===== config.mk =====
export PLATFORM = sky130hd
export DESIGN_NAME = exec_cluster
export DESIGN_NICKNAME = d
export VERILOG_FILES = /design/src/source/cdb_pkg.sv /design/src/source/exec_types_pkg.sv /design/src/source/add_unit.sv /design/src/source/cdb_arbiter.sv /design/src/source/exec_cluster.sv /design/src/source/logic_unit.sv
export VERILOG_INCLUDE_DIRS = /design/src /design/src/source
export SDC_FILE = /design/constraint.sdc
export NUM_CORES = 1
export LEC_CHECK = 0
export BUFFER_PORTS_ARGS = -buffer_cell sky130_fd_sc_hd__buf_4
export CAP_MARGIN = 20
export CORE_MARGIN = 2
export CORE_UTILIZATION = 55
export CTS_CLUSTER_SIZE = 40
export DETAILED_ROUTE_END_ITERATION = 16
export MAX_ROUTING_LAYER = met4
export PLACE_DENSITY_LB_ADDON = 0.2
export SLEW_MARGIN = 20
export SYNTH_ARGS = -nofsm -noshare
export SYNTH_HDL_FRONTEND = slang
export SYNTH_SLANG_ARGS = --single-unit

===== constraint.sdc =====
create_clock -name clk -period 23.4 [get_ports clk]
set_clock_uncertainty 0.1 [all_clocks]
set_input_delay 7.02 -clock clk [delete_from_list [all_inputs] [get_ports clk]]
set_output_delay 7.02 -clock clk [all_outputs]
set_load 0.03 [all_outputs]

===== src/source/exec_cfg.svh =====
// widths shared by the execute cluster
// EXEC_XLEN must be a power of two, shifts use its low log2 bits of rs2
// EXEC_ROB_BITS sizes the ROB tag carried from issue to the CDB
`ifndef EXEC_CFG_SVH
`define EXEC_CFG_SVH

// operand and result width
`define EXEC_XLEN 32

// reorder buffer tag width
`define EXEC_ROB_BITS 4

`endif


===== src/source/cdb_pkg.sv =====
// common data bus types
// from_memory is kept for the load unit, this cluster always drives 0
`include "exec_cfg.svh"

package cdb_pkg;

	// one broadcast result
	typedef struct packed {
		logic [`EXEC_ROB_BITS-1:0] rob;
		logic [`EXEC_XLEN-1:0]     result;
		logic                      branch_taken;
		logic                      load_step1;   // result is a load address
		logic                      from_memory;
	} cdb_pkt_t;

	// which unit wins the next tie
	typedef enum logic {
		PRI_ADD   = 1'b0,
		PRI_LOGIC = 1'b1
	} arb_pri_e;

endpackage


===== src/source/exec_types_pkg.sv =====
// issue side types for the execute cluster
// field widths come from exec_cfg.svh
`include "exec_cfg.svh"

package exec_types_pkg;

	// opcode as decoded by the reservation station
	typedef enum logic [3:0] {
		OP_ADD = 4'd0,
		OP_SUB = 4'd1,
		OP_AND = 4'd2,
		OP_OR  = 4'd3,
		OP_XOR = 4'd4,
		OP_SLL = 4'd5,
		OP_SRL = 4'd6,
		OP_SRA = 4'd7,
		OP_BEQ = 4'd8,  // branches subtract and test flags
		OP_BNE = 4'd9,
		OP_BLT = 4'd10  // signed compare
	} alu_op_e;

	// one issued operation with its operands already read
	typedef struct packed {
		alu_op_e                   op;
		logic [`EXEC_ROB_BITS-1:0] rob;   // destination ROB entry
		logic [`EXEC_XLEN-1:0]     rs1;
		logic [`EXEC_XLEN-1:0]     rs2;
		logic                      load;  // address add for a load
	} issue_pkt_t;

endpackage


===== src/source/add_unit.sv =====
// add/sub unit, also resolves branches and forms load addresses
// holds one result, ready only while empty, cleared by yumi
// branches always subtract so the flags compare rs1 against rs2
`timescale 1ns/10ps
`include "exec_cfg.svh"

module add_unit (
	input  logic                       clk,
	input  logic                       reset,
	input  logic                       valid_in,
	input  logic                       yumi,
	input  exec_types_pkg::issue_pkt_t issue,
	output logic                       valid_out,
	output logic                       ready,
	output cdb_pkg::cdb_pkt_t          out
);
	import exec_types_pkg::*;

	logic [`EXEC_XLEN-1:0] sum;
	logic                  zero;
	logic                  negative;
	logic                  overflow;
	logic                  is_branch;
	logic                  sub;
	logic                  taken;
	logic                  take;

	assign is_branch = (issue.op == OP_BEQ) || (issue.op == OP_BNE) || (issue.op == OP_BLT);
	assign sub = is_branch || (issue.op == OP_SUB);

	add_ripple #(.W(`EXEC_XLEN)) adder (
		.a        (issue.rs1),
		.b        (issue.rs2),
		.sub      (sub),
		.sum      (sum),
		.zero     (zero),
		.negative (negative),
		.overflow (overflow)
	);

	always_comb begin
		case (issue.op)
			OP_BEQ:  taken = zero;
			OP_BNE:  taken = ~zero;
			OP_BLT:  taken = negative ^ overflow;  // signed less-than
			default: taken = 1'b0;
		endcase
	end

	assign ready = ~valid_out;  // empty slot
	assign take = valid_in && ready;

	always_ff @(posedge clk) begin
		if (reset) begin
			valid_out <= 1'b0;
		end else if (yumi) begin
			valid_out <= 1'b0;
		end else if (take) begin
			valid_out <= 1'b1;
		end
	end

	always_ff @(posedge clk) begin
		if (take) begin
			out.rob          <= issue.rob;
			out.result       <= sum;
			out.branch_taken <= taken;
			out.load_step1   <= issue.load;
			out.from_memory  <= 1'b0;
		end
	end
endmodule

// ripple-carry adder, b is inverted and carry-in set for subtract
module add_ripple #(
	parameter int W = `EXEC_XLEN
) (
	input  logic [W-1:0] a,
	input  logic [W-1:0] b,
	input  logic         sub,
	output logic [W-1:0] sum,
	output logic         zero,
	output logic         negative,
	output logic         overflow
);
	logic [W:0]   carry;
	logic [W-1:0] b_eff;

	assign b_eff = sub ? ~b : b;
	assign carry[0] = sub;

	for (genvar i = 0; i < W; i++) begin : g_bit
		assign sum[i] = a[i] ^ b_eff[i] ^ carry[i];
		assign carry[i+1] = (a[i] & b_eff[i]) | (carry[i] & (a[i] ^ b_eff[i]));
	end

	assign zero = (sum == '0);
	assign negative = sum[W-1];
	assign overflow = carry[W] ^ carry[W-1];  // carry into and out of sign bit
endmodule


===== src/source/cdb_arbiter.sv =====
// round-robin CDB arbiter for the two units, one result per cycle
// grant, yumi and the bus are combinational from the unit valids
// nothing is granted while cdb_stall is high
`timescale 1ns/10ps

module cdb_arbiter (
	input  logic              clk,
	input  logic              reset,
	input  logic              add_valid,
	input  cdb_pkg::cdb_pkt_t add_pkt,
	input  logic              logic_valid,
	input  cdb_pkg::cdb_pkt_t logic_pkt,
	input  logic              cdb_stall,
	output logic              add_yumi,
	output logic              logic_yumi,
	output logic              cdb_valid,
	output cdb_pkg::cdb_pkt_t cdb_pkt
);
	import cdb_pkg::*;

	arb_pri_e pri;
	logic     both;
	logic     grant_add;

	assign both = add_valid && logic_valid;

	// add wins when alone or when it holds priority
	assign grant_add = add_valid && (!logic_valid || (pri == PRI_ADD));

	assign cdb_valid = (add_valid || logic_valid) && !cdb_stall;
	assign add_yumi = cdb_valid && grant_add;
	assign logic_yumi = cdb_valid && !grant_add;
	assign cdb_pkt = grant_add ? add_pkt : logic_pkt;

	// flip only after a contested grant
	always_ff @(posedge clk) begin
		if (reset) begin
			pri <= PRI_ADD;
		end else if (both && !cdb_stall) begin
			pri <= (pri == PRI_ADD) ? PRI_LOGIC : PRI_ADD;
		end
	end
endmodule


===== src/source/exec_cluster.sv =====
// execute stage with an add/branch unit and a logic/shift unit
// each issue goes to one unit by opcode, issue_ready follows that unit
// at most one operation in flight per unit
`timescale 1ns/10ps

module exec_cluster (
	input  logic                       clk,
	input  logic                       reset,
	input  logic                       issue_valid,
	input  exec_types_pkg::issue_pkt_t issue,
	input  logic                       cdb_stall,
	output logic                       issue_ready,
	output logic                       cdb_valid,
	output cdb_pkg::cdb_pkt_t          cdb_pkt
);
	import exec_types_pkg::*;
	import cdb_pkg::*;

	logic     to_add;
	logic     add_valid;
	logic     add_ready;
	logic     add_yumi;
	cdb_pkt_t add_pkt;
	logic     logic_valid;
	logic     logic_ready;
	logic     logic_yumi;
	cdb_pkt_t logic_pkt;

	always_comb begin
		case (issue.op)
			OP_ADD, OP_SUB, OP_BEQ, OP_BNE, OP_BLT: to_add = 1'b1;
			default:                                to_add = 1'b0;  // bitwise and shifts
		endcase
	end

	assign issue_ready = to_add ? add_ready : logic_ready;

	add_unit u_add (
		.clk       (clk),
		.reset     (reset),
		.valid_in  (issue_valid && to_add),
		.yumi      (add_yumi),
		.issue     (issue),
		.valid_out (add_valid),
		.ready     (add_ready),
		.out       (add_pkt)
	);

	logic_unit u_logic (
		.clk       (clk),
		.reset     (reset),
		.valid_in  (issue_valid && !to_add),
		.yumi      (logic_yumi),
		.issue     (issue),
		.valid_out (logic_valid),
		.ready     (logic_ready),
		.out       (logic_pkt)
	);

	cdb_arbiter u_arb (
		.clk         (clk),
		.reset       (reset),
		.add_valid   (add_valid),
		.add_pkt     (add_pkt),
		.logic_valid (logic_valid),
		.logic_pkt   (logic_pkt),
		.cdb_stall   (cdb_stall),
		.add_yumi    (add_yumi),
		.logic_yumi  (logic_yumi),
		.cdb_valid   (cdb_valid),
		.cdb_pkt     (cdb_pkt)
	);
endmodule


===== src/source/logic_unit.sv =====
// bitwise and shift unit, one result held until yumi
// shift amount is the low log2(EXEC_XLEN) bits of rs2
// opcodes outside its class produce a zero result
`timescale 1ns/10ps
`include "exec_cfg.svh"

module logic_unit (
	input  logic                       clk,
	input  logic                       reset,
	input  logic                       valid_in,
	input  logic                       yumi,
	input  exec_types_pkg::issue_pkt_t issue,
	output logic                       valid_out,
	output logic                       ready,
	output cdb_pkg::cdb_pkt_t          out
);
	import exec_types_pkg::*;

	localparam int SHAMT_W = $clog2(`EXEC_XLEN);

	logic [SHAMT_W-1:0]    shamt;
	logic [`EXEC_XLEN-1:0] res;
	logic                  take;

	assign shamt = issue.rs2[SHAMT_W-1:0];

	always_comb begin
		case (issue.op)
			OP_AND:  res = issue.rs1 & issue.rs2;
			OP_OR:   res = issue.rs1 | issue.rs2;
			OP_XOR:  res = issue.rs1 ^ issue.rs2;
			OP_SLL:  res = issue.rs1 << shamt;
			OP_SRL:  res = issue.rs1 >> shamt;
			OP_SRA:  res = $unsigned($signed(issue.rs1) >>> shamt);  // sign fill
			default: res = '0;
		endcase
	end

	assign ready = ~valid_out;
	assign take = valid_in && ready;

	always_ff @(posedge clk) begin
		if (reset) begin
			valid_out <= 1'b0;
		end else if (yumi) begin
			valid_out <= 1'b0;
		end else if (take) begin
			valid_out <= 1'b1;
		end
	end

	// payload only, valid_out qualifies it
	always_ff @(posedge clk) begin
		if (take) begin
			out.rob          <= issue.rob;
			out.result       <= res;
			out.branch_taken <= 1'b0;
			out.load_step1   <= 1'b0;
			out.from_memory  <= 1'b0;
		end
	end
endmodule

== After elaboration in Yosys (flattened, before gate mapping) ==
Cells that the tools add are included.
Storage, ports and cells
  word-level logic and storage cells: 223
  register bits: 77
  bits of input ports: 77
  output and inout bits: 41
Cells by class
  multiplexer cells: 7
  shift-type cells: 3
  reductions and logical operators: 24
  bitwise operators: 170
  equality and inequality tests: 10
Operators by type and width (count)
  $pmux W32 S6: 1
  $xor A1 B1 Y1: 66
  $and A1 B1 Y1: 64
  $mux W39: 1
  $and A32 B32 Y32: 1
  $logic_not A32 Y1: 1
  $mux W32: 1
  $not A32 Y32: 1
  $or A1 B1 Y1: 32
  $or A32 B32 Y32: 1
  $shl A32 B5 Y32: 1
  $shr A32 B5 Y32: 1
  $sshr A32 B5 Y32: 1
  $xor A32 B32 Y32: 1
  $eq A4 B3 Y1 const B: 4
  $eq A4 B4 Y1 const B: 3
  $logic_and A1 B1 Y1: 10
  $eq A4 B2 Y1 const B: 2
  $logic_or A1 B1 Y1: 5
  $reduce_or A5 Y1: 1
  $eq A4 B1 Y1 const B: 1
  $logic_not A1 Y1: 4
  $logic_not A4 Y1: 1
  $not A1 Y1: 4
  3 further kinds: 6

== Longest topological paths before layout ==
Gate-level depths: netlist of the first run.
  depth in word-level cells: 73
  depth in mapped cells: 45
  mapped depth without buffers: 42

== Modules after synthesis ==
Synthesis of the first run repeated with hierarchy kept, for this count alone.
Second synthesis, totals
  cell total of the unflattened synthesis: 999
  area, all modules: 9889.5 um^2
Modules (own cells, without submodules)
  logic_unit: cells each 745, seq. area each 1101.1 um^2, times used 1, area an instance 6744.0 um^2
  add_ripple: cells each 143, seq. area each 0.0 um^2, times used 1, area an instance 1256.2 um^2
  add_unit: cells each 52, seq. area each 1161.1 um^2, times used 1, area an instance 1252.5 um^2
  cdb_arbiter: cells each 54, seq. area each 20.0 um^2, times used 1, area an instance 579.3 um^2
  exec_cluster: cells each 5, seq. area each 0.0 um^2, times used 1, area an instance 57.6 um^2

== Worst setup path after synthesis of the first run ==
Ideal clock, no wire load.
  path kind: input -> register
  from: input issue[69] (netlist bit)
  to: register u_add.out[2] (netlist bit), data pin
  data arrival time: 21.965 ns
  cell stages on the path: 44
  library setup time: 0.256 ns
  required time: 23.044 ns
  slack: 1.079 ns
  path buffers: 3
  path through: clkbuf_1 > clkbuf_1 > nand2b_1 > a21oi_1 > buf_2 > mux2i_1 > fa_1 > fa_1 > fa_1 > fa_1 > fa_1 > fa_1 > fa_1 > fa_1 > fa_1 > fa_1 > fa_1 > fa_1 > [... 8 more ...] > fa_1 > fa_1 > fa_1 > fa_1 > fa_1 > fa_1 > fa_1 > inv_1 > fa_1 > inv_1 > fa_1 > fa_1 > inv_1 > fa_1 > nand4bb_1 > nor4_1 > a21oi_1 > o211a_1
On the way
  elaborated cells between the ends (all ways): 173
  those cells by class: eq/ne (4); mux (2); bitwise (163); reduce/logical (4)
RTL lines
  start, declared: line exec_cluster.sv:10  | input exec_types_pkg::issue_pkt_t issue,
  $eq A4 B4 Y1: line add_unit.sv:28  | assign is_branch = (issue.op == OP_BEQ) || (issue.op == OP_BNE) || (issue.op == OP_BLT);
  $logic_or A1 B1 Y1 (2 in a row): line add_unit.sv:28
  $logic_or A1 B1 Y1 (*): line add_unit.sv:29  | assign sub = is_branch || (issue.op == OP_SUB);
  $mux W32: line add_unit.sv:89  | assign b_eff = sub ? ~b : b;
  $xor A1 B1 Y1: line add_unit.sv:94  | assign carry[i+1] = (a[i] & b_eff[i]) | (carry[i] & (a[i] ^ b_eff[i]));
  $and A1 B1 Y1: line add_unit.sv:94
  $or A1 B1 Y1: line add_unit.sv:94
  $and A1 B1 Y1: line add_unit.sv:94
  [... 57 more ...]
  $and A1 B1 Y1: line add_unit.sv:94
  $or A1 B1 Y1: line add_unit.sv:94
  $xor A1 B1 Y1 (*): line add_unit.sv:93  | assign sum[i] = a[i] ^ b_eff[i] ^ carry[i];
  via u_add.adder.negative: line add_unit.sv:83  | output logic negative,
  $logic_not A32 Y1: line add_unit.sv:97  | assign zero = (sum == '0);
  $not A1 Y1: line add_unit.sv:44  | OP_BNE: taken = ~zero;
  $pmux W1 S3 (*): line add_unit.sv:42  | case (issue.op)
  via u_add.taken: line add_unit.sv:25  | logic taken;
  end, declared: line add_unit.sv:15  | output cdb_pkg::cdb_pkt_t out
The timed path passes the listed nets; every way through them passes the cells marked *.
A chain may end at the register's enable or synchronous reset.

== Worst setup path after layout of the first run ==
Ends and elaborated chain as after synthesis.

==> summary.txt, run 1 <==
Clock network
  – Clk slew on worst S/H paths: 0.06 ns
  – TritonCTS clock tree: yes
  – Clock Path Buffers: 2
  – Clock sinks: 77
  – Worst skew pair latency: 0.33 ns
  – Hold buffer count at CTS: 0
  – Inserted Clock Buffers: 9
  – Htree depth: 3
  – Resize count post-CTS: 0
  – Number of setup buffers added after CTS: 0
  – CTS root buffer: clkbuf_16

Pwr
  – P_leak: 4.54 nW
  – Sequential share of power: 33.0%
  – Combinational share of power: 43.1%
  – Power Dens Cells: 47.1 nW/µm²
  – Largest vdd supply drop: 0.0000646 V
  – Net Sw Frac: 36.6%
  – Clock share of power: 23.9%
  – Sw Pwr: 190 µW
  – Internal power: 328 µW

Synthesis
  – Post-synthesis instance area: 9840 µm²
  – Primary FF master, synth: edfxtp_1
  – Syn Nets: 1152
  – Post-Syn Instances: 979
  – Area share of the largest cell type after synthesis: 22.6%
  – Register area share after synthesis: 23.2%
  – Top cells by area, synth: edfxtp_1 23%, mux4_2 16%, ha_1 8.3%
  – Netlist cell types: 70
  – EDFF count, synth: 74
  – Ys Warns: 0
  – Avg Inst Size Synth: 10.0 µm²
  – Area leader, netlist: edfxtp_1
  – Ys async rst share: 0%
  – Number of synthesized register bits: 77

Critical path
  – Crit. End Element: register
  – CP startpoint kind: primary input
  – Req. time, crit path: 23.39 ns
  – CP arrival: 22.22 ns
  – Slowest stage cell, crit path: fa_1
  – Crit path kind: in -> reg
  – Most used cell, CP: fa_1
  – CP max FO: 26
  – Largest stage delay, worst path: 0.46 ns

Run status
  – Outcome: finished, final reports clean

Routing
  – Initial DRC Count: 1066
  – DR vias/cell: 6.92
  – DRT antenna net count: 0
  – Post-DR wirelength/cell: 28.2 µm
  – Drt total wl: 35500 µm
  – DR pass1 iterations: 6
  – DRC: 0
  – DR vias: 8722

GRT
  – Vias in the first global route: 8251
  – Grt ovf: 0
  – Largest net degree at the start of global routing: 80
  – Antenna violations before repair: 1
  – GRT Overall Usage: 39.6%
  – First-pass GRT wire length: 52800 µm

Timing
  – Final hold vios: 0
  – Final TNS setup: 0 ns
  – Worst-margin pin slew: 1.06 ns
  – Setup-failing EPs final: 0
  – Period utilization: 95.0%
  – Max-slew violations: 0
  – Tmin final: 22.23 ns
  – RSZ-0062 raised after global routing: no
  – Maximum clock rate: 45.0 MHz
  – Max-slew headroom: 29.0%

Worst hold path
  – Worst Hold Class: reg -> reg

Floorplan
  – Initial core utilization: 56.5%
  – Row count: 48
  – Die area: 19000 µm²
  – I/O pin count: 118
  – Die outline width: 138 µm
  – Total core area: 17400 µm²
  – Die Span Y: 138 µm

Finish
  – Commonest non-fill, non-tap cell in the layout: buf_4
  – Final #Nets: 1203
  – Post-route insts no fill: 1261
  – P&R area growth vs syn: 12.0%
  – Most frequent cells in the layout: 129 x buf_4, 95 x inv_1, 81 x nor2_1
  – Share of cells above drive strength 1: 27.3%

Job
  – Max_cap viols: 0

Placed design
  – IO Port Bufs: 116
  – GP Congestion: 1.10
  – Cells after DPL: 1244
  – DPL Wire Length: 27100 µm
==> synthesized netlist by cell type, types with 7 or more instances <==
cell type	number
inv_1	95
nor2_1	81
edfxtp_1	74
mux4_2	69
ha_1	65
nand2_1	60
mux2_2	55
clkbuf_1	46
mux2i_1	34
a21oi_1	33
xnor2_1	32
fa_1	31
o21ai_0	26
a22oi_1	21
nand3_1	20
buf_2	19
nor3_1	15
buf_1	14
o221ai_1	13
a211oi_1	12
a221oi_1	12
o211ai_1	10
o22ai_1	10
buf_4	9
a211o_1	8
nand4_1	8
nor2b_1	7
==> path summary, 6_finish.rpt <==
check	slack, ns	cells past startpoint	startpoint	to
worst min register to register	0.47	2	u_arb.pri	u_arb.pri
worst max-delay path	1.17	42	issue[69]	u_add.out[2]
worst max register to register	21.69	1	u_add.valid_out	u_add.out[13]
worst min-delay path	0.47	2	u_arb.pri	u_arb.pri
==> worst max-delay path, delay by kind of cell <==
family / cells / cell delay, ns
adder cells (fa/ha/maj): 31 / 13.12
multiplexers: 1 / 0.15
AND/OR/NAND/NOR: 3 / 0.78
AO/OA/AOI/OAI: 3 / 0.65
buffers and inverters: 4 / 0.47
==> metal layers <==
metal  vias up  routed length, µm  track usage, %
met1      4343              14600            55.6
met3        81               3670            7.17
met2       538              16000            58.8
li1       3760                  -               -
met5         -                  0               -
met4         0               1250            11.7
==> cells by family after synthesis <==
kind of cell	after synthesis	synth area share [%]
XOR/XNOR	32	2.85
AND/OR/NAND/NOR	233	11.6
buffers and inverters	188	7.83
AO/OA/AOI/OAI	193	14.1
multiplexers	159	25.8
other	1	0.0381
adder cells (fa/ha/maj)	96	14.6
flip-flops	77	23.2
==> power groups by stage <==
stage	Clock, mW	Combinational (mW)	Sequential, mW
2_1_floorplan	0	0.144	0.173
4_1_cts	0.125	0.220	0.171
3_3_place_gp	0	0.214	0.173
5_1_grt	0.131	0.239	0.172
3_5_place_dp	0	0.217	0.174
6_report	0.124	0.223	0.171
==> metrics by stage <==
stage	power [mW]	worst slack [ns]	util (%)	hold slack, ns	cell area (µm²)
final	0.518	1.17	63.2	0.472	11000
after global routing	0.543	0.553	63.2	0.504	11000
after CTS	0.516	1.12	63.2	0.479	11000
after detailed placement	0.391	0.838	61.7	0.461	10700
after global placement	0.387	0.957	61.7	0.450	10700
after floorplan	0.317	1.08	-	0.384	9840
==> sequential cells by signal, indices dropped and copies added (netlist names) <==
| register | flops |
|---|---|
| u_arb.pri | 1 |
| u_add.valid_out | 1 |
| u_add.out | 38 |
| u_logic.valid_out | 1 |
| u_logic.out | 36 |
==> layout make-up <==
type | instances | area (µm²)
Tap cell | 225 | 282
Clock inverter | 7 | 40.0
Timing Repair Buffer | 129 | 968
Inverter | 99 | 372
Fill cell | 1437 | 6400
Multi-Input combinational cell | 714 | 6840
Sequential cell | 77 | 2280
Clock buffer | 9 | 225
Antenna cell | 1 | 2.50
Note: power is estimated with default switching activity, not from simulation.
==> inputs of run 2 (changes only) <==
Settings changed: SYNTH_HIERARCHICAL from default to 1.
==> summary.txt, run 2 <==
Synthesis
  – Ys async rst share: 0% (unchanged)
  – Ys Warns: 6 (+6)
  – Post-synthesis instance area: 9890 µm² (+0.52%)
  – Netlist cell types: 82 (+17%)
  – Area share of the largest cell type after synthesis: 22.5% (-0.12 points)
  – Register area share after synthesis: 23.1% (-0.12 points)
  – Most frequent cell after synthesis: inv_1
  – Avg Inst Size Synth: 9.90 µm² (-1.5%)
  – Top cells by area, synth: edfxtp_1 22%, mux4_2 13%, ha_1 8.4%
  – Post-Syn Instances: 999 (+2.0%)
  – Area leader, netlist: edfxtp_1
  – EDFF count, synth: 74 (unchanged)
  – Primary FF master, synth: edfxtp_1
  – Number of synthesized register bits: 77 (unchanged)
  – Synth cell count leaders: 128 x inv_1, 77 x nor2_1, 74 x edfxtp_1

Timing
  – Worst-margin pin slew: 1.13 ns (+0.0692 ns)
  – Tmin final: 21.47 ns (-0.756 ns)
  – Maximum clock rate: 46.6 MHz (+3.5%)
  – Max-slew headroom: 24.7% (-4.4 points)
  – Final TNS setup: 0 ns (unchanged)
  – Period utilization: 91.8% (-3.2 points)
  – Max-slew violations: 0 (unchanged)
  – Setup-failing EPs final: 0 (unchanged)
  – RSZ-0062 raised after global routing: no
  – Final hold vios: 0 (unchanged)

Routing
  – DR vias/cell: 6.77 (-2.1%)
  – Drt total wl: 35800 µm (+0.84%)
  – DRT antenna net count: 0 (unchanged)
  – DRC: 0 (unchanged)
  – DR pass1 iterations: 5 (-1)
  – Post-DR wirelength/cell: 27.6 µm (-2.0%)
  – DR vias: 8790 (+0.78%)
  – Initial DRC Count: 1062 (-0.38%)

Clock network
  – Number of setup buffers added after CTS: 0 (unchanged)
  – Worst skew pair latency: 0.32 ns (about the same)
  – Inserted Clock Buffers: 9 (unchanged)
  – Resize count post-CTS: 0 (unchanged)
  – Clock sinks: 77 (unchanged)
  – Htree depth: 3 (unchanged)
  – CTS root buffer: clkbuf_16
  – Hold buffer count at CTS: 0 (unchanged)
  – TritonCTS clock tree: yes
  – Clk slew on worst S/H paths: 0.05 ns (about the same)
  – Clock Path Buffers: 2 (unchanged)

Finish
  – Largest Register: u_add/out
  – Largest register FFs: 38 (unchanged)
  – Most frequent cells in the layout: 129 x buf_4, 126 x inv_1, 77 x nor2_1
  – Design area: 11100 µm² (+0.89%)
  – Post-Route Utilization: 62.5% (-0.74 points)
  – Share of cells above drive strength 1: 25.1% (-2.2 points)
  – P&R area growth vs syn: 12.4%
  – Biggest regs: u_add/out: 38 flops, u_logic/out: 36 flops
  – Commonest non-fill, non-tap cell in the layout: buf_4
  – Final #Nets: 1237 (+2.8%)
  – Fill cell count: 1454 (+1.2%)

Placed design
  – DPL Wire Length: 27700 µm (+2.4%)
  – Placement Cell Area: 10800 µm² (+0.29%)
  – IO Port Bufs: 116 (unchanged)
  – GP Congestion: 1.11 (+0.82%)

Critical path
  – CP startpoint kind: primary input
  – Crit. End Element: register
  – Crit path kind: in -> reg
  – Slowest stage cell, crit path: or4_1
  – CP arrival: 21.45 ns (-0.77 ns)
  – Most used cell, CP: fa_1
  – Req. time, crit path: 23.37 ns (-0.02 ns)
  – Largest stage delay, worst path: 0.55 ns (+0.09 ns)
  – CP max FO: 30 (+15%)

Floorplan
  – I/O pin count: 118 (unchanged)
  – Die area: 19100 µm² (+0.50%)
  – Total core area: 17800 µm² (+2.1%)
  – Die Span Y: 138 µm (+0.25%)
  – Row count: 49 (+2.1%)
  – Initial core utilization: 55.6% (-0.86 points)
  – Die outline width: 138 µm (+0.25%)

Worst hold path
  – Worst Hold Class: reg -> reg

Pwr
  – Power, Total: 559 µW (+7.8%)
  – Power Dens Cells: 50.3 nW/µm² (+6.8%)
  – P_leak: 4.60 nW (+1.3%)
  – Largest vdd supply drop: 0.0000531 V (-18%)

GRT
  – Antenna violations before repair: 1 (unchanged)
  – Vias in the first global route: 8281 (+0.36%)
  – Largest net degree at the start of global routing: 73 (-8.8%)
  – Grt ovf: 0 (unchanged)
  – First-pass GRT wire length: 52700 µm (-0.26%)
  – GRT Overall Usage: 37.8% (-1.8 points)

Run status
  – Outcome: finished, final reports clean

Job
  – Max_cap viols: 0 (unchanged)
## run 2: cell types whose count changed in the layout (fill, tap and decap cells not counted), sizes merged, moves of 5 or more
cell and change:
inv +29, o211ai +12, mux4 -11, nor2b +6, nor3 +6, a211o -5, a221o +5, o2111ai -5
## run 2: per-layer routing
metal	up-vias	wire length (µm)	global-route usage [%]
met5	-	0	-
met4	0	1580	14.9
met3	78	3520	5.85
met2	566	15800	54.5
met1	4338	14900	53.9
li1	3808	-	-
## run 2: area by class of cell
class | instances | area (µm²) | area share, %
Antenna cell | 1 | 2.50 | 0.0225
Clock buffer | 11 | 233 | 2.09
Clock inverter | 5 | 98.8 | 0.889
Inverter | 131 | 492 | 4.42
Multi-Input combinational cell | 715 | 6750 | 60.7
Sequential cell | 77 | 2280 | 20.5
Tap cell | 229 | 287 | 2.58
Timing Repair Buffer | 129 | 968 | 8.71
## run 2: critical path: cells and delay by family
kind	cells	cell delay [ns]
buf+inv	4	0.89
simple gates	4	1.13
fa+ha+maj	29	11.55
compound gates	2	0.44
xor+xnor	2	0.35
## run 2: power by group
group,internal (mW),total (mW),switching [mW]
Combinational,0.0911,0.235,0.144
Sequential,0.168,0.171,0.00311
Clock,0.104,0.153,0.0493
Total,0.363,0.559,0.196
## run 2: logic make-up (layout without fill, tap and decap cells)
group | count (synthesis) | count (layout) | share of synthesized area (%)
AND/OR/NAND/NOR | 234 | 234 | 11.8
buffers and inverters | 209 | 276 | 9.31
AO/OA/AOI/OAI | 196 | 196 | 14.6
multiplexers | 149 | 149 | 23.4
adder cells (fa/ha/maj) | 97 | 97 | 14.6
flip-flops | 77 | 77 | 23.1
XOR/XNOR | 35 | 35 | 3.10
other | 2 | 5 | 0.0759
## run 2: final timing paths
path                            slack, ns            start               to  depth (start not counted)
worst max-delay path                 1.93        issue[69]     u_add/out[2]                         41
worst min-delay path                 0.52  u_add/valid_out  u_add/valid_out                          2
worst max register to register      21.64  u_add/valid_out    u_add/out[12]                          1
worst min register to register       0.52  u_add/valid_out  u_add/valid_out                          2
## run 2: stage by stage
step                      worst slack [ns]  hold WS [ns]  cells
after floorplan                       2.68         0.422   1001
after global placement                2.07         0.495   1281
after detailed placement              1.80         0.513   1281
after CTS                             2.09         0.522   1297
after global routing                  1.62         0.556   1298
final                                 1.93         0.520   1298
==> inputs of run 3 (changes only) <==
Settings changed: MAX_ROUTING_LAYER met4 to default, SYNTH_HIERARCHICAL 1 to default.
==> summary.txt, run 3 (synthesized netlist as in run 1, its figures left out) <==
Run status
  – Outcome: finished, final reports clean

Clock network
  – Clk slew on worst S/H paths: 0.06 ns (about the same)
  – Number of setup buffers added after CTS: 0 (unchanged)
  – TritonCTS clock tree: yes
  – Htree depth: 3 (unchanged)
  – Worst skew pair latency: 0.33 ns (about the same)
  – Clock sinks: 77 (unchanged)
  – CTS root buffer: clkbuf_16
  – Resize count post-CTS: 0 (unchanged)
  – Hold buffer count at CTS: 0 (unchanged)
  – Clock Path Buffers: 2 (unchanged)
  – Inserted Clock Buffers: 9 (unchanged)

Routing
  – Post-DR wirelength/cell: 29.2 µm (+5.6%)
  – DRC: 0 (unchanged)
  – Initial DRC Count: 1091 (+2.7%)
  – Drt total wl: 36800 µm (+2.6%)
  – DR vias/cell: 7.01 (+3.5%)
  – DR pass1 iterations: 6 (+1)
  – DR vias: 8841 (+0.58%)
  – DRT antenna net count: 0 (unchanged)

Placed design
  – GP Congestion: 1.06 (-4.5%)
  – IO Port Bufs: 116 (unchanged)
  – DPL Wire Length: 27600 µm (-0.33%)

Floorplan
  – Die outline width: 138 µm (-0.25%)
  – Row count: 48 (-2.0%)
  – Die Span Y: 138 µm (-0.25%)
  – I/O pin count: 118 (unchanged)
  – Total core area: 17400 µm² (-2.0%)
  – Die area: 19000 µm² (-0.50%)
  – Initial core utilization: 56.5% (+0.86 points)

Critical path
  – Req. time, crit path: 23.51 ns (+0.14 ns)
  – Largest stage delay, worst path: 0.47 ns (-0.08 ns)
  – Crit path kind: in -> reg
  – CP max FO: 26 (-13%)
  – CP arrival: 22.43 ns (+0.98 ns)
  – Crit. End Element: register
  – Worst reg2reg path depth: 1 (unchanged)
  – Slowest stage cell, crit path: fa_1
  – Most used cell, CP: fa_1
  – CP startpoint kind: primary input

GRT
  – Grt ovf: 0 (unchanged)
  – Antenna violations before repair: 0 (-1)
  – GRT Overall Usage: 39.6% (+1.8 points)
  – Vias in the first global route: 8499 (+2.6%)
  – First-pass GRT wire length: 54400 µm (+3.3%)
  – Largest net degree at the start of global routing: 57 (-22%)

Timing
  – Max-slew violations: 0 (unchanged)
  – Worst-margin pin slew: 1.09 ns (-0.0394 ns)
  – Final TNS setup: 0 ns (unchanged)
  – Period utilization: 95.4% (+3.6 points)
  – Setup-failing EPs final: 0 (unchanged)
  – Final hold vios: 0 (unchanged)
  – RSZ-0062 raised after global routing: no
  – Maximum clock rate: 44.8 MHz (-3.8%)
  – Max-slew headroom: 27.0% (+2.3 points)
  – Tmin final: 22.32 ns (+0.850 ns)

Pwr
  – Power Dens Cells: 51.4 nW/µm² (+2.1%)
  – P_leak: 4.59 nW (-0.16%)
  – Largest vdd supply drop: 0.0000577 V (+8.5%)

Finish
  – Fill cell count: 1377 (-5.3%)
  – Largest register FFs: 38 (unchanged)
  – Final #Nets: 1204 (-2.7%)
  – Largest Register: u_add.out
  – Area of the multi-input gates: 6840 µm² (+1.4%)
  – Register Area: 2280 µm² (unchanged)
  – Antenna diodes: 0 (-1)
  – Most frequent cells in the layout: 130 x buf_4, 95 x inv_1, 81 x nor2_1
  – Commonest non-fill, non-tap cell in the layout: buf_4
  – P&R area growth vs syn: 13.1%
  – Post-Route Utilization: 63.9% (+1.4 points)
  – Share of cells above drive strength 1: 27.6% (+2.5 points)
  – Biggest regs: u_add.out: 38 flops, u_logic.out: 36 flops

Job
  – Max_cap viols: 0 (unchanged)

Worst hold path
  – Worst Hold Class: reg -> reg
  – WHS Path Cells: 1 (-1)
run 3: final cells by class:
cell class / count / area share, %
Clock buffer: 9 / 2.02
Inverter: 99 / 3.34
Sequential cell: 77 / 20.5
Multi-Input combinational cell: 714 / 61.5
Clock inverter: 7 / 1.30
Timing Repair Buffer: 130 / 8.77
Tap cell: 225 / 2.53
run 3: report_power, final:
part / leakage (nW) / switching [mW] / internal, mW
Sequential: 0.724 / 0.00324 / 0.168
Combinational: 3.68 / 0.138 / 0.0901
Clock: 0.182 / 0.0557 / 0.116
Total: 4.59 / 0.197 / 0.374
run 3: path summary, 6_finish.rpt:
| check | slack, ns | startpoint | to |
|---|---|---|---|
| setup / recovery | 1.08 | issue[69] | u_add.out[2] |
| setup reg to reg | 21.66 | u_add.valid_out | u_add.out[3] |
| hold reg to reg | 0.49 | u_add.valid_out | u_add.valid_out |
| hold / removal | 0.49 | u_add.valid_out | u_add.valid_out |
run 3: through the flow:
step           cells  power [mW]  area, µm²  hold WS [ns]  setup WS, ns
2_1_floorplan    979       0.317       9840         0.384          1.08
3_3_place_gp    1245       0.388      10800         0.452         0.956
3_5_place_dp    1245       0.394      10800         0.466         0.804
4_1_cts         1261       0.567      11100         0.485          1.02
5_1_grt         1261       0.593      11100         0.513         0.548
6_report        1261       0.571      11100         0.486          1.08
run 3: worst max-delay path: cells and delay by family:
kind                     cells  cell delay, ns
multiplexers                 1            0.15
buffers and inverters        4            0.48
AND/OR/NAND/NOR              4            0.90
adder cells (fa/ha/maj)     31           13.23
AO/OA/AOI/OAI                3            0.64
run 3: metal layers:
| layer | up-vias | part of all wire (%) | GRT usage (%) |
|---|---|---|---|
| met5 | - | 0 | 0 |
| met1 | 4369 | 40 | 56.4 |
| met3 | 100 | 11 | 5.63 |
| met2 | 621 | 45 | 62.1 |
| li1 | 3751 | - | - |
| met4 | 0 | 4.1 | 14.1 |
